[config.mk]
export PLATFORM = sky130hd
export DESIGN_NAME = fetch_stage
export DESIGN_NICKNAME = d
export VERILOG_FILES = /design/src/design/fetch_pkg.sv /design/src/design/fetch_ctrl.sv /design/src/design/fetch_if_id_reg.sv /design/src/design/fetch_pc_select.sv /design/src/design/fetch_prefetch_buffer.sv /design/src/design/fetch_stage.sv
export SDC_FILE = /design/constraint.sdc
export NUM_CORES = 1
export LEC_CHECK = 0
export ABC_AREA = 1
export ABC_CLOCK_PERIOD_IN_PS = 10240
export BUFFER_PORTS_ARGS = -buffer_cell sky130_fd_sc_hd__buf_4
export CELL_PAD_IN_SITES_DETAIL_PLACEMENT = 0
export CELL_PAD_IN_SITES_GLOBAL_PLACEMENT = 1
export CORE_ASPECT_RATIO = 0.8
export CORE_MARGIN = 5
export CORE_UTILIZATION = 45
export CTS_CLUSTER_SIZE = 12
export DETAILED_ROUTE_END_ITERATION = 7
export PLACE_DENSITY_LB_ADDON = 0.15
export SETUP_SLACK_MARGIN = 0.05
export SLEW_MARGIN = 0
export SYNTH_ARGS = -nofsm -noshare
export SYNTH_HDL_FRONTEND = slang
export SYNTH_SLANG_ARGS = --single-unit
[constraint.sdc]
create_clock -name clk -period 10.24 [get_ports clk]
set_input_delay 2.048 -clock clk [delete_from_list [all_inputs] [get_ports clk]]
set_output_delay 2.048 -clock clk [all_outputs]
set_load 0.005 [all_outputs]
[src/design/fetch_pkg.sv]
//////////////////////////////
// Shared definitions for the instruction fetch stage
// Data and address widths, trap field widths
// Fetch step size, PC and exception-PC select enums
//////////////////////////////

`default_nettype none

package fetch_pkg;

	// Data and address width
	localparam int unsigned XLEN = 32;

	// Upper address bits of the trap vector table
	localparam int unsigned TRAP_BASE_W = 24;

	// Interrupt vector index width
	localparam int unsigned VEC_W = 5;

	// One fetch step, all instructions are 32-bit
	localparam logic [XLEN-1:0] INSTR_BYTES = XLEN'(4);

	// Redirect target select, driven by decode with pc_set_i
	typedef enum logic [2:0] {
		PC_BOOT      = 3'd0,
		PC_JUMP      = 3'd1,
		PC_BRANCH    = 3'd2,
		PC_EXCEPTION = 3'd3,
		PC_MRET      = 3'd4,
		PC_DRET      = 3'd5,
		PC_FENCEI    = 3'd6
	} pc_mux_e;

	// Exception target select, used with PC_EXCEPTION
	typedef enum logic [1:0] {
		EXC_PC_EXCEPTION = 2'd0,
		EXC_PC_IRQ       = 2'd1,
		EXC_PC_DBD       = 2'd2,
		EXC_PC_DBE       = 2'd3
	} exc_pc_mux_e;

endpackage

`default_nettype wire

[src/design/fetch_ctrl.sv]
//////////////////////////////
// Fetch stage control
// Redirect versus consumption, mtvec init strobe
//////////////////////////////

`timescale 1ns/1ps
`default_nettype none

module fetch_ctrl (
	input  wire                    pc_set_i,
	input  wire fetch_pkg::pc_mux_e pc_mux_i,
	input  wire                    req_i,
	input  wire                    halt_if_i,
	input  wire                    id_ready_i,
	input  wire                    fetch_valid_i,
	output logic                   branch_o,
	output logic                   fetch_ready_o,
	output logic                   if_valid_o,
	output logic                   csr_mtvec_init_o
);

	logic consume;

	// Redirect always wins
	assign branch_o = pc_set_i;

	// Head moves into IF/ID only when decode can take it
	// No move in a redirect cycle, the head is stale
	assign consume = fetch_valid_i
		& req_i
		& id_ready_i
		& ~halt_if_i
		& ~pc_set_i;

	// Pop of the buffer head
	assign fetch_ready_o = consume;

	// Load of the IF/ID register, same event
	assign if_valid_o = consume;

	// CSR file sets up mtvec on boot
	assign csr_mtvec_init_o = pc_set_i & (pc_mux_i == fetch_pkg::PC_BOOT);

endmodule

`default_nettype wire

[src/design/fetch_if_id_reg.sv]
//////////////////////////////
// IF/ID pipeline register
// Load has priority over clear
//////////////////////////////

`timescale 1ns/1ps
`default_nettype none

module fetch_if_id_reg (
	input  wire                          clk,
	input  wire                          rst_n,
	input  wire                          if_valid_i,
	input  wire                          clear_instr_valid_i,
	input  wire [fetch_pkg::XLEN-1:0]    fetch_rdata_i,
	input  wire [fetch_pkg::XLEN-1:0]    fetch_addr_i,
	output logic                         instr_valid_id_o,
	output logic [fetch_pkg::XLEN-1:0]   instr_rdata_id_o,
	output logic [fetch_pkg::XLEN-1:0]   pc_id_o
);

	//////////////////////////////
	// Valid bit
	//////////////////////////////
	always_ff @(posedge clk or negedge rst_n)
	begin
		if (!rst_n)
		begin
			instr_valid_id_o <= 1'b0;
		end
		else if (if_valid_i)
		begin
			instr_valid_id_o <= 1'b1;
		end
		else if (clear_instr_valid_i)
		begin
			// Data and PC stay, only valid drops
			instr_valid_id_o <= 1'b0;
		end
	end

	//////////////////////////////
	// Instruction and its PC
	//////////////////////////////
	always_ff @(posedge clk)
	begin
		// Frozen while decode stalls
		if (if_valid_i)
		begin
			instr_rdata_id_o <= fetch_rdata_i;
			pc_id_o          <= fetch_addr_i;
		end
	end

endmodule

`default_nettype wire

[src/design/fetch_pc_select.sv]
//////////////////////////////
// Next fetch address selection
// Exception and interrupt vector forming
// Redirect target mux, word-aligned result
//////////////////////////////

`timescale 1ns/1ps
`default_nettype none

module fetch_pc_select (
	input  wire fetch_pkg::pc_mux_e           pc_mux_i,
	input  wire fetch_pkg::exc_pc_mux_e       exc_pc_mux_i,
	input  wire [fetch_pkg::XLEN-1:0]         boot_addr_i,
	input  wire [fetch_pkg::XLEN-1:0]         jump_target_id_i,
	input  wire [fetch_pkg::XLEN-1:0]         jump_target_ex_i,
	input  wire [fetch_pkg::XLEN-1:0]         mepc_i,
	input  wire [fetch_pkg::XLEN-1:0]         depc_i,
	input  wire [fetch_pkg::XLEN-1:0]         dm_halt_addr_i,
	input  wire [fetch_pkg::XLEN-1:0]         dm_exception_addr_i,
	input  wire [fetch_pkg::XLEN-1:0]         pc_id_i,
	input  wire [fetch_pkg::TRAP_BASE_W-1:0]  m_trap_base_addr_i,
	input  wire [fetch_pkg::VEC_W-1:0]        m_exc_vec_pc_mux_i,
	output logic [fetch_pkg::XLEN-1:0]        branch_addr_o
);

	logic [fetch_pkg::XLEN-1:0] exc_pc;
	logic [fetch_pkg::XLEN-1:0] next_pc;

	//////////////////////////////
	// Exception target
	//////////////////////////////
	always_comb
	begin
		unique case (exc_pc_mux_i)
			// All synchronous exceptions share the table base
			fetch_pkg::EXC_PC_EXCEPTION: exc_pc = {m_trap_base_addr_i, 8'h00};
			// Vectored interrupts, one word per line
			fetch_pkg::EXC_PC_IRQ:       exc_pc = {m_trap_base_addr_i, 1'b0,
				m_exc_vec_pc_mux_i, 2'b00};
			// Debug module entry points
			fetch_pkg::EXC_PC_DBD:       exc_pc = {dm_halt_addr_i[fetch_pkg::XLEN-1:2], 2'b00};
			fetch_pkg::EXC_PC_DBE:       exc_pc = {dm_exception_addr_i[fetch_pkg::XLEN-1:2],
				2'b00};
			default:                     exc_pc = {m_trap_base_addr_i, 8'h00};
		endcase
	end

	//////////////////////////////
	// Redirect target
	//////////////////////////////
	always_comb
	begin
		unique case (pc_mux_i)
			fetch_pkg::PC_BOOT:      next_pc = boot_addr_i;
			fetch_pkg::PC_JUMP:      next_pc = jump_target_id_i;
			fetch_pkg::PC_BRANCH:    next_pc = jump_target_ex_i;
			fetch_pkg::PC_EXCEPTION: next_pc = exc_pc;
			// Return from trap handler
			fetch_pkg::PC_MRET:      next_pc = mepc_i;
			// Return from debug mode
			fetch_pkg::PC_DRET:      next_pc = depc_i;
			// Refetch from the instruction after FENCE.I
			fetch_pkg::PC_FENCEI:    next_pc = pc_id_i + fetch_pkg::INSTR_BYTES;
			default:                 next_pc = boot_addr_i;
		endcase
	end

	// Word-aligned fetch only
	assign branch_addr_o = {next_pc[fetch_pkg::XLEN-1:2], 2'b00};

endmodule

`default_nettype wire

[src/design/fetch_prefetch_buffer.sv]
//////////////////////////////
// Prefetch buffer
// Memory request issue over req/gnt/rvalid
// Response FIFO with address tags, flush on redirect
//////////////////////////////

`timescale 1ns/1ps
`default_nettype none

module fetch_prefetch_buffer #(
	parameter int unsigned FIFO_DEPTH = 4
) (
	input  wire                          clk,
	input  wire                          rst_n,
	input  wire                          req_i,
	input  wire                          branch_i,
	input  wire [fetch_pkg::XLEN-1:0]    branch_addr_i,
	input  wire                          fetch_ready_i,
	output logic                         fetch_valid_o,
	output logic [fetch_pkg::XLEN-1:0]   fetch_rdata_o,
	output logic [fetch_pkg::XLEN-1:0]   fetch_addr_o,
	output logic                         instr_req_o,
	output logic [fetch_pkg::XLEN-1:0]   instr_addr_o,
	input  wire                          instr_gnt_i,
	input  wire                          instr_rvalid_i,
	input  wire [fetch_pkg::XLEN-1:0]    instr_rdata_i
);

	localparam int unsigned PTR_W = $clog2(FIFO_DEPTH);
	localparam int unsigned CNT_W = PTR_W + 1;
	localparam logic [CNT_W:0] DEPTH_L = (CNT_W+1)'(FIFO_DEPTH);

	// Fetch stream state
	logic                        active_q;
	logic                        req_pend_q;
	logic [fetch_pkg::XLEN-1:0]  fetch_addr_q;
	logic [fetch_pkg::XLEN-1:0]  resp_addr_q;

	// In-flight bookkeeping
	logic [CNT_W-1:0]            outstanding_q;
	logic [CNT_W-1:0]            discard_q;
	logic [CNT_W:0]              in_use;
	logic                        room;
	logic                        issued;
	logic                        drop_resp;

	// FIFO storage and pointers
	logic [fetch_pkg::XLEN-1:0]  data_mem [FIFO_DEPTH];
	logic [fetch_pkg::XLEN-1:0]  addr_mem [FIFO_DEPTH];
	logic [PTR_W-1:0]            wr_ptr_q;
	logic [PTR_W-1:0]            rd_ptr_q;
	logic [CNT_W-1:0]            count_q;
	logic                        push;
	logic                        pop;

	//////////////////////////////
	// Request side
	//////////////////////////////

	// Stored plus in-flight, flushed responses included
	assign in_use = {1'b0, count_q} + {1'b0, outstanding_q} + {1'b0, discard_q};
	assign room   = in_use < DEPTH_L;

	// Pending request held until granted
	assign instr_req_o  = active_q & ((req_i & room) | req_pend_q);
	assign instr_addr_o = fetch_addr_q;
	assign issued       = instr_req_o & instr_gnt_i;

	always_ff @(posedge clk or negedge rst_n)
	begin
		if (!rst_n)
		begin
			active_q   <= 1'b0;
			req_pend_q <= 1'b0;
		end
		else if (branch_i)
		begin
			// First redirect starts fetching
			active_q   <= 1'b1;
			req_pend_q <= 1'b0;
		end
		else
		begin
			req_pend_q <= instr_req_o & ~instr_gnt_i;
		end
	end

	// Next address to request and address of next kept response
	always_ff @(posedge clk or negedge rst_n)
	begin
		if (!rst_n)
		begin
			fetch_addr_q <= '0;
			resp_addr_q  <= '0;
		end
		else if (branch_i)
		begin
			fetch_addr_q <= branch_addr_i;
			resp_addr_q  <= branch_addr_i;
		end
		else
		begin
			if (issued)
				fetch_addr_q <= fetch_addr_q + fetch_pkg::INSTR_BYTES;
			if (push)
				resp_addr_q <= resp_addr_q + fetch_pkg::INSTR_BYTES;
		end
	end

	//////////////////////////////
	// Response side
	//////////////////////////////

	// Responses of a flushed stream come first, in order
	assign drop_resp = instr_rvalid_i & (discard_q != '0);
	assign push      = instr_rvalid_i & ~drop_resp & ~branch_i;
	assign pop       = fetch_ready_i & fetch_valid_o;

	always_ff @(posedge clk or negedge rst_n)
	begin
		if (!rst_n)
		begin
			outstanding_q <= '0;
			discard_q     <= '0;
		end
		else if (branch_i)
		begin
			// Everything still in flight now belongs to the old stream
			outstanding_q <= '0;
			discard_q     <= discard_q + outstanding_q + CNT_W'(issued)
				- CNT_W'(instr_rvalid_i);
		end
		else
		begin
			outstanding_q <= outstanding_q + CNT_W'(issued)
				- CNT_W'(instr_rvalid_i & ~drop_resp);
			discard_q     <= discard_q - CNT_W'(drop_resp);
		end
	end

	// FIFO control
	always_ff @(posedge clk or negedge rst_n)
	begin
		if (!rst_n)
		begin
			wr_ptr_q <= '0;
			rd_ptr_q <= '0;
			count_q  <= '0;
		end
		else if (branch_i)
		begin
			wr_ptr_q <= '0;
			rd_ptr_q <= '0;
			count_q  <= '0;
		end
		else
		begin
			if (push)
				wr_ptr_q <= wr_ptr_q + PTR_W'(1);
			if (pop)
				rd_ptr_q <= rd_ptr_q + PTR_W'(1);
			count_q <= count_q + CNT_W'(push) - CNT_W'(pop);
		end
	end

	// Data with its address tag
	always_ff @(posedge clk)
	begin
		if (push)
		begin
			data_mem[wr_ptr_q] <= instr_rdata_i;
			addr_mem[wr_ptr_q] <= resp_addr_q;
		end
	end

	// Oldest entry goes to the IF/ID register
	assign fetch_valid_o = count_q != '0;
	assign fetch_rdata_o = data_mem[rd_ptr_q];
	assign fetch_addr_o  = addr_mem[rd_ptr_q];

endmodule

`default_nettype wire

[src/design/fetch_stage.sv]
//////////////////////////////
// Instruction fetch stage top
// PC select, prefetch buffer, control, IF/ID register
//////////////////////////////

`timescale 1ns/1ps
`default_nettype none

module fetch_stage #(
	parameter int unsigned FIFO_DEPTH = 4
) (
	input  wire                              clk,
	input  wire                              rst_n,

	// Control from decode
	input  wire                              req_i,
	input  wire                              pc_set_i,
	input  wire fetch_pkg::pc_mux_e          pc_mux_i,
	input  wire fetch_pkg::exc_pc_mux_e      exc_pc_mux_i,
	input  wire                              halt_if_i,
	input  wire                              id_ready_i,
	input  wire                              clear_instr_valid_i,

	// Redirect operands
	input  wire [fetch_pkg::XLEN-1:0]        boot_addr_i,
	input  wire [fetch_pkg::XLEN-1:0]        jump_target_id_i,
	input  wire [fetch_pkg::XLEN-1:0]        jump_target_ex_i,
	input  wire [fetch_pkg::XLEN-1:0]        mepc_i,
	input  wire [fetch_pkg::XLEN-1:0]        depc_i,
	input  wire [fetch_pkg::XLEN-1:0]        dm_halt_addr_i,
	input  wire [fetch_pkg::XLEN-1:0]        dm_exception_addr_i,
	input  wire [fetch_pkg::TRAP_BASE_W-1:0] m_trap_base_addr_i,
	input  wire [fetch_pkg::VEC_W-1:0]       m_exc_vec_pc_mux_i,

	// Instruction memory bus
	output logic                             instr_req_o,
	output logic [fetch_pkg::XLEN-1:0]       instr_addr_o,
	input  wire                              instr_gnt_i,
	input  wire                              instr_rvalid_i,
	input  wire [fetch_pkg::XLEN-1:0]        instr_rdata_i,

	// To decode
	output logic                             instr_valid_id_o,
	output logic [fetch_pkg::XLEN-1:0]       instr_rdata_id_o,
	output logic [fetch_pkg::XLEN-1:0]       pc_id_o,
	output logic                             csr_mtvec_init_o
);

	// Redirect path
	logic                        branch_req;
	logic [fetch_pkg::XLEN-1:0]  branch_addr;

	// Buffer head and handshake
	logic                        fetch_valid;
	logic                        fetch_ready;
	logic [fetch_pkg::XLEN-1:0]  fetch_rdata;
	logic [fetch_pkg::XLEN-1:0]  fetch_addr;
	logic                        if_valid;

	fetch_pc_select pc_select_i (
		.pc_mux_i            (pc_mux_i),
		.exc_pc_mux_i        (exc_pc_mux_i),
		.boot_addr_i         (boot_addr_i),
		.jump_target_id_i    (jump_target_id_i),
		.jump_target_ex_i    (jump_target_ex_i),
		.mepc_i              (mepc_i),
		.depc_i              (depc_i),
		.dm_halt_addr_i      (dm_halt_addr_i),
		.dm_exception_addr_i (dm_exception_addr_i),
		.pc_id_i             (pc_id_o),
		.m_trap_base_addr_i  (m_trap_base_addr_i),
		.m_exc_vec_pc_mux_i  (m_exc_vec_pc_mux_i),
		.branch_addr_o       (branch_addr)
	);

	fetch_prefetch_buffer #(
		.FIFO_DEPTH (FIFO_DEPTH)
	) prefetch_buffer_i (
		.clk            (clk),
		.rst_n          (rst_n),
		.req_i          (req_i),
		.branch_i       (branch_req),
		.branch_addr_i  (branch_addr),
		.fetch_ready_i  (fetch_ready),
		.fetch_valid_o  (fetch_valid),
		.fetch_rdata_o  (fetch_rdata),
		.fetch_addr_o   (fetch_addr),
		.instr_req_o    (instr_req_o),
		.instr_addr_o   (instr_addr_o),
		.instr_gnt_i    (instr_gnt_i),
		.instr_rvalid_i (instr_rvalid_i),
		.instr_rdata_i  (instr_rdata_i)
	);

	fetch_ctrl ctrl_i (
		.pc_set_i         (pc_set_i),
		.pc_mux_i         (pc_mux_i),
		.req_i            (req_i),
		.halt_if_i        (halt_if_i),
		.id_ready_i       (id_ready_i),
		.fetch_valid_i    (fetch_valid),
		.branch_o         (branch_req),
		.fetch_ready_o    (fetch_ready),
		.if_valid_o       (if_valid),
		.csr_mtvec_init_o (csr_mtvec_init_o)
	);

	fetch_if_id_reg if_id_reg_i (
		.clk                 (clk),
		.rst_n               (rst_n),
		.if_valid_i          (if_valid),
		.clear_instr_valid_i (clear_instr_valid_i),
		.fetch_rdata_i       (fetch_rdata),
		.fetch_addr_i        (fetch_addr),
		.instr_valid_id_o    (instr_valid_id_o),
		.instr_rdata_id_o    (instr_rdata_id_o),
		.pc_id_o             (pc_id_o)
	);

endmodule

`default_nettype wire

==> results of run 1 <==
-- worst min path at each step --
stage | startpoint | end | slack, ns
after floorplan | prefetch_buffer_i.active_q | prefetch_buffer_i.active_q | 0.42
after global routing | prefetch_buffer_i.active_q | prefetch_buffer_i.active_q | 0.50
final | prefetch_buffer_i.active_q | prefetch_buffer_i.active_q | 0.45
after global placement | prefetch_buffer_i.active_q | prefetch_buffer_i.active_q | 0.44
after detailed placement | prefetch_buffer_i.active_q | prefetch_buffer_i.active_q | 0.44
after CTS | prefetch_buffer_i.active_q | prefetch_buffer_i.active_q | 0.46
-- Yosys cell counts (7+ instances only) --
cell type  instances  share of area, %
nand3_1          108               2.8
ha_1              16               1.0
o21ai_0          168               4.3
nor2_1           410               7.9
inv_1            156               3.0
edfxtp_1         310                48
dfrtp_1           76               9.8
nand2_1          625                12
or2_2             10              0.32
xor2_1            19              0.85
nor3_1            16              0.41
nand4_1           28              0.90
nand3b_1          12              0.46
clkbuf_1          59               1.1
inv_2              7              0.13
o22ai_1           63               2.0
fa_1               7              0.72
a21oi_1           76               2.0
buf_2             21              0.54
buf_4              9              0.35
-- layer usage --
| layer | vias to the layer above | global-route usage, % |
|---|---|---|
| met3 | 81 | 4.55 |
| met4 | 0 | 5.76 |
| met1 | 8128 | 38.1 |
| met5 | - | 0 |
| li1 | 8148 | - |
| met2 | 600 | 42.4 |
-- per-stage QoR --
step	hold slack [ns]	worst slack, ns	std cells	power [mW]
final	0.453	5.07	3171	4.29
after global routing	0.498	5.04	3171	4.51
after CTS	0.463	5.10	3171	4.32
after detailed placement	0.438	4.83	3101	2.91
after global placement	0.436	4.83	3101	2.89
after floorplan	0.422	4.51	2241	2.50
-- sequential cells by signal, indices dropped and copies added (netlist names) --
register,flops
prefetch_buffer_i.data_mem,128
if_id_reg_i.pc_id_o,30
prefetch_buffer_i.active_q,1
prefetch_buffer_i.rd_ptr_q,2
prefetch_buffer_i.count_q,3
if_id_reg_i.instr_valid_id_o,1
prefetch_buffer_i.instr_addr_o,30
prefetch_buffer_i.wr_ptr_q,2
prefetch_buffer_i.addr_mem,120
if_id_reg_i.instr_rdata_id_o,32
prefetch_buffer_i.discard_q,3
prefetch_buffer_i.outstanding_q,3
prefetch_buffer_i.resp_addr_q,30
prefetch_buffer_i.req_pend_q,1
-- cell type report --
cell class | instances | area, µm² | area share, %
flip-flops and latches | 386 | 11200 | 46.7
multi-input cells | 1596 | 7270 | 30.3
repair buffers | 393 | 2950 | 12.3
clock buffers | 62 | 1160 | 4.85
well taps | 560 | 701 | 2.92
inverters | 166 | 624 | 2.60
clock inverters | 8 | 98.8 | 0.411
-- logic make-up after synthesis --
group                      after synthesis  share of synthesized area (%)
AOI/OAI and AO/OA                      324                           8.92
DFF                                    386                           57.6
buffers and inverters                  259                           5.38
adders and majority gates               23                           1.75
other                                    1                         0.0193
and+or+nand+nor                       1220                           25.2
xor gates and xnor gates                25                           1.12
-- power by group through the flow --
stage                     Combinational [mW]  Sequential (mW)  Clock (mW)
after global routing                   0.912             2.10        1.50
after floorplan                        0.478             2.02           0
after detailed placement               0.805             2.11           0
after global placement                 0.790             2.10           0
after CTS                              0.809             2.08        1.43
final                                  0.807             2.08        1.41
-- worst max-delay path: cells and delay by family --
| kind | cells | cell delay, ns |
|---|---|---|
| simple gates | 1 | 0.12 |
| buf+inv | 3 | 0.92 |
==> metrics.md, run 1 <==
| Metric | Value |
|---|---|
| Run status | `complete, no violations` |
| Antenna Diode Count | `0` |
| Row cnt | `68` |
| Total global routing overflow | `0` |
| Post-DP HPWL | `46.4 mm` |
| Most common flop cell mapped by yosys | `edfxtp_1` |
| Hold_buf cts | `0` |
| DR WL met2 | `30.6 mm` |
| Final Max Slew Viols | `0` |
| Clock tree from TritonCTS | `built` |
| Final min period | `5.17 ns` |
| Most frequent cells in the layout | `625 x nand2_1, 404 x nor2_1, 393 x buf_4` |
| Combinational Power Share | `18.8%` |
| Yosys warning count | `0` |
| Clock slew at reported path FFs | `0.06 ns` |
| I/O pin count | `398` |
| Req. time, crit path | `8.19 ns` |
| Reg2Reg Setup Slack | `5.70 ns` |
| Die Y | `196 µm` |
| Post-Syn Area | `0.0195 mm²` |
| DRC viols | `0` |
| Layout cells sized above 1 | `18.3%` |
| Worst Setup SP | `pc_set_i` |
| Max-cap viol count | `0` |
| Critical path's slowest cell | `inv_2` |
| Hold depth | `2` |
| Initial antenna violation count | `0` |
| CTS H-tree lvls | `2` |
| Placed inst area | `0.0228 mm²` |
| Cts repair resizes | `0` |
| Die W | `243 µm` |
| Clock network power share | `32.8%` |
| ANT nets after route | `0` |
| Reg2Reg Depth | `11` |
| First-pass GRT wire length | `97.4 mm` |
| Pre-antenna DRT Iters | `6` |
| Fin nets | `2906` |
| Setup bufs post-CTS | `0` |
| Post-synthesis sequential area ratio | `57.6%` |
| Met3 wire length | `4.59 mm` |
| Port Buf Inserts | `379` |
| Met1 wire length | `29.2 mm` |
| Routability congestion estimate | `0.924` |
| Worst EP arrival | `3.12 ns` |
| Worst-path maximum fanout | `38` |
| Initial drt markers | `1573` |
| RSZ-0062 raised after global routing | `no` |
| Clock buffer depth | `3` |
| Final setup skew | `0.0305 ns` |
| Worst min-delay path class | `register to register` |
| Routed WL per cell | `20.7 µm` |
| Post-synth EDFFs | `310` |
| Synth unique cells | `39` |
| Final core utilization | `55.9%` |
| P per Cell Area | `179 mW/mm²` |
| Commonest non-fill, non-tap cell in the layout | `nand2_1` |
| F_max | `194 MHz` |
| Net switching power | `1.27 mW` |
| Final instance area | `0.0240 mm²` |
| Initial Utilization | `45.3%` |
| Worst Tran Pin Value | `1.22 ns` |
| Worst IR Drop VDD | `0.161 mV` |
| Max incr delay on CP | `0.54 ns` |
| Pin count of the biggest net entering global routing | `114` |
| Clk sinks | `386` |
| Int Power | `3.02 mW` |
| Critical path's most frequent cell | `buf_4` |
| Critical R2R Capture | `prefetch_buffer_i.instr_addr_o[5]` |
| Hold Vio Cnt, Final | `0` |
| Leak pwr | `10.2 nW` |
| Setup CP Type | `input port to output port` |
| Ys async rst share | `19.7%` |
| Final worst path period share | `50.4%` |
| All-Layer GR Usage | `26.4%` |
| Sequential power share | `48.4%` |
| Overall routed net length | `65.7 mm` |
| Clk Latency, worst-skew pair | `0.55 ns` |
| Via Count | `16957` |
| Worst Setup Start Kind | `input port` |
| RR Startpoint | `prefetch_buffer_i.outstanding_q[1]` |
| Syn Inst Count | `2238` |
| Yosys reg bits | `386` |
| Syn Area/Cell | `8.70 µm²` |
| Die Area | `0.0476 mm²` |
| Final setup fails | `0` |
| Crit path capture type | `output port` |
| P&R area growth vs syn | `23.3%` |
| Fill count | `3945` |
| Vias in the first global route | `15871` |
| Clock buffers created by TritonCTS | `41` |
| Worst setup path endpoint | `csr_mtvec_init_o` |
| Top sig layer | `met4` |
| Core area | `0.0430 mm²` |
| Switching Fraction | `29.7%` |
| CP cell instances | `buf_4 > inv_2 > nor2_1 > buf_4` |
| Worst relative slew slack | `18.8%` |
| Vias per cell | `5.35` |
| Fin Setup TNS | `0 ns` |
| Clock Root Buffer | `clkbuf_16` |
Note: power is estimated with default switching activity, not from simulation.
==> run 2: changes to the inputs <==
- ABC_AREA: 1 -> 0
- ABC_CLOCK_PERIOD_IN_PS: 10240 -> 5360
- CORE_UTILIZATION: 45 -> 44
- clock period: 10.24 -> 5.36 ns (I/O delays scaled with it)
==> run 2 against run 1 <==
Net effect: core utilization is 0.051 points higher; combinational power up 35%; clock skew fell by 0.013 ns; cell area shrank 4.8%; clock power increased by 79%; highest routed layer unchanged; worst setup slack worse by 3.6 ns; sequential power rose by 74%; synthesized cell count shrank 39%; power grew 68%; via count is 21% lower; cell count is 28% lower.
==> metrics.md, run 2 <==
| Metric | Value |
|---|---|
| Worst IR Drop VDD | `0.217 mV (was 0.161 mV)` |
| Critical path's slowest cell | `fa_1 (was inv_2)` |
| Setup bufs post-CTS | `0 (unchanged)` |
| P&R area growth vs syn | `24.9% (was 23.3%)` |
| Top Registers | `prefetch_buffer_i.data_mem (128), prefetch_buffer_i.addr_mem (120), if_id_reg_i.instr_rdata_id_o (32) (unchanged)` |
| Yosys warning count | `0 (unchanged)` |
| Synth cell count leaders | `310 x edfxtp_1, 97 x nor2_1, 76 x dfrtp_1, 76 x o21ai_0, 74 x nand2_1 (was 625 x nand2_1, 410 x nor2_1, 310 x edfxtp_1)` |
| Initial antenna violation count | `0 (unchanged)` |
| CP cell instances | `inv_1 > fa_1 > or2_2 > fa_1 > xnor2_1 > o21a_1 > inv_1 > fa_1 > fa_1 > xnor2_1 > xnor2_1 > mux2i_1 > xnor2_1 (was buf_4 > inv_2 > nor2_1 > buf_4)` |
| Ys async rst share | `19.7% (unchanged)` |
| Most common flop cell mapped by yosys | `edfxtp_1 (unchanged)` |
| Post-Syn Area | `0.0183 mm² (was 0.0195 mm²)` |
| Leak pwr | `8.47 nW (was 10.2 nW)` |
| Req. time, crit path | `5.77 ns (was 8.19 ns)` |
| Core area | `0.0409 mm² (was 0.0430 mm²)` |
| Hold_buf cts | `0 (unchanged)` |
| Worst Setup Start Kind | `register (was input port)` |
| Post-synth EDFFs | `310 (unchanged)` |
| Post-DP HPWL | `41.6 mm (was 46.4 mm)` |
| Vias in the first global route | `13243 (was 15871)` |
| Switching Fraction | `25.5% (was 29.7%)` |
| Vias per cell | `5.83 (was 5.35)` |
| Area leader, netlist | `edfxtp_1 (unchanged)` |
| Commonest non-fill, non-tap cell in the layout | `buf_4 (was nand2_1)` |
| Final min period | `3.93 ns` |
| Syn Area/Cell | `13.4 µm² (was 8.70 µm²)` |
| Top cell type's share of synthesized area | `50.8% (was 47.8%)` |
| Net switching power | `1.84 mW (was 1.27 mW)` |
| Via Count | `13363 (was 16957)` |
| Combinational Power Share | `15.1% (was 18.8%)` |
| Clock network power share | `34.8% (was 32.8%)` |
| Int Power | `5.38 mW (was 3.02 mW)` |
| Post-synthesis sequential area ratio | `61.2% (was 57.6%)` |
| Initial Utilization | `44.8% (was 45.3%)` |
| Clk sinks | `386 (unchanged)` |
| Clock buffers created by TritonCTS | `39 (was 41)` |
| Hold Vio Cnt, Final | `0 (unchanged)` |
| All-Layer GR Usage | `24.2% (was 26.4%)` |
| Die Area | `0.0458 mm² (was 0.0476 mm²)` |
| Worst-path maximum fanout | `7 (was 38)` |
| Fin Setup TNS | `0 ns (unchanged)` |
| Pin count of the biggest net entering global routing | `66 (was 114)` |
| Syn Inst Count | `1363 (was 2238)` |
| Overall routed net length | `57.8 mm (was 65.7 mm)` |
| Clock Root Buffer | `clkbuf_16 (unchanged)` |
| Worst Tran Pin Value | `1.07 ns (was 1.22 ns)` |
| ANT nets after route | `0 (unchanged)` |
| Port Buf Inserts | `379 (unchanged)` |
| Sequential power share | `50.0% (was 48.4%)` |
| RSZ-0062 raised after global routing | `no (unchanged)` |
| Worst relative slew slack | `28.1% (was 18.8%)` |
| F_max | `254 MHz` |
| Top post-synthesis cells by area | `edfxtp_1 51%, dfrtp_1 10%, mux4_2 7.6% (was edfxtp_1 48%, nand2_1 12%, dfrtp_1 9.8%)` |
| Pre-antenna DRT Iters | `7 (was 6)` |
| Crit path capture type | `register (was output port)` |
| DRC viols | `0 (unchanged)` |
| Worst EP arrival | `4.34 ns (was 3.12 ns)` |
| Routed WL per cell | `25.2 µm (was 20.7 µm)` |
| Most frequent cell after synthesis | `edfxtp_1 (was nand2_1)` |
| Die Y | `192 µm (was 196 µm)` |
| Final setup fails | `0 (unchanged)` |
| Clock slew at reported path FFs | `0.06 ns (about the same)` |
| Initial drt markers | `1489 (was 1573)` |
| Reg2Reg Setup Slack | `1.43 ns (was 5.70 ns)` |
| Clock buffer depth | `3 (unchanged)` |
| Synth unique cells | `79 (was 39)` |
| Most frequent cells in the layout | `393 x buf_4, 310 x edfxtp_1, 96 x nor2_1 (was 625 x nand2_1, 404 x nor2_1, 393 x buf_4)` |
| Final setup skew | `0.0170 ns (was 0.0305 ns)` |
| Die W | `238 µm (was 243 µm)` |
| I/O pin count | `398 (unchanged)` |
| Row cnt | `66 (was 68)` |
| Antenna Diode Count | `0 (unchanged)` |
| Clk Latency, worst-skew pair | `0.54 ns (was 0.55 ns)` |
| Final worst path period share | `73.4%` |
| Routability congestion estimate | `0.922 (was 0.924)` |
| Yosys reg bits | `386 (unchanged)` |
| Layout cells sized above 1 | `31.5% (was 18.3%)` |
| Cts repair resizes | `0 (unchanged)` |
| CTS H-tree lvls | `2 (unchanged)` |
| Top reg by flops | `prefetch_buffer_i.data_mem (unchanged)` |
| Run status | `complete, no violations (unchanged)` |
| Power consumption | `7.23 mW (was 4.29 mW)` |
| Total global routing overflow | `0 (unchanged)` |
| P per Cell Area | `316 mW/mm² (was 179 mW/mm²)` |
| Max-cap viol count | `0 (unchanged)` |
| Max incr delay on CP | `0.43 ns (was 0.54 ns)` |
| First-pass GRT wire length | `84.3 mm (was 97.4 mm)` |
| Final Max Slew Viols | `0 (unchanged)` |
| Setup CP Type | `register to register (was input port to output port)` |
| Fin nets | `2045 (was 2906)` |
| Clock tree from TritonCTS | `built (unchanged)` |
| Max FFs per register | `128 (unchanged)` |
| Worst min-delay path class | `register to register (unchanged)` |
==> run 2: cell type report <==
type | count | area [µm²]
sequential | 386 | 11200
timing repair buffer | 397 | 3030
inverter | 40 | 150
multi-input combinational | 859 | 6660
clock inverter | 10 | 106
fill | 3480 | 18000
clock buffer | 55 | 1040
tap | 544 | 681
==> run 2: through the flow <==
step           util [%]  area, µm²  worst slack, ns  hold WS (ns)  std cells
4_1_cts            56.0      22900             1.42         0.496       2291
3_3_place_gp       53.2      21700             1.47         0.472       2226
6_report           56.0      22900             1.43         0.488       2291
3_5_place_dp       53.2      21700             1.47         0.479       2226
2_1_floorplan         -      18300             1.26         0.477       1366
5_1_grt            56.0      22900             1.24         0.515       2291
==> run 2: critical path: cells and delay by family (launching register included) <==
family,cells,cell delay [ns]
compound gates,1,0.42
xor+xnor,4,0.70
fa+ha+maj,4,1.60
buf+inv,2,0.27
flops,1,0.40
mux,1,0.12
simple gates,1,0.31
==> run 2: final timing paths <==
check                                                from                              to  cells after the start
max                        prefetch_buffer_i.discard_q[1]  prefetch_buffer_i.discard_q[2]                     13
min                          if_id_reg_i.instr_valid_id_o    if_id_reg_i.instr_valid_id_o                      1
max reg2reg                prefetch_buffer_i.discard_q[1]  prefetch_buffer_i.discard_q[2]                     13
min reg2reg                  if_id_reg_i.instr_valid_id_o    if_id_reg_i.instr_valid_id_o                      1
max in group asynchronous                           rst_n   prefetch_buffer_i.rd_ptr_q[0]                      2
min in group asynchronous                           rst_n    prefetch_buffer_i.req_pend_q                      1
==> run 2: kinds of logic after synthesis <==
family          after synthesis  share of synthesized area (%)
simple gates                364                           10.3
xor+xnor                     46                           2.20
compound gates              318                           11.8
buf+inv                     121                           2.64
mux                         104                           10.0
fa+ha+maj                    23                           1.86
flops                       386                           61.2
other cells                   1                         0.0205
==> run 2: power by group through the flow <==
stage	sequential [mW]	combinational, mW	clock, mW
6_report	3.61	1.09	2.52
2_1_floorplan	3.61	0.599	0
5_1_grt	3.64	1.20	2.72
3_5_place_dp	3.67	1.09	0
3_3_place_gp	3.66	1.09	0
4_1_cts	3.61	1.10	2.59
==> run 2: routing by layer <==
metal,routed length [µm],track usage (%)
met1,25600,36.1
met2,27300,37.1
met3,3760,4.83
met4,1070,5.05
met5,0,0
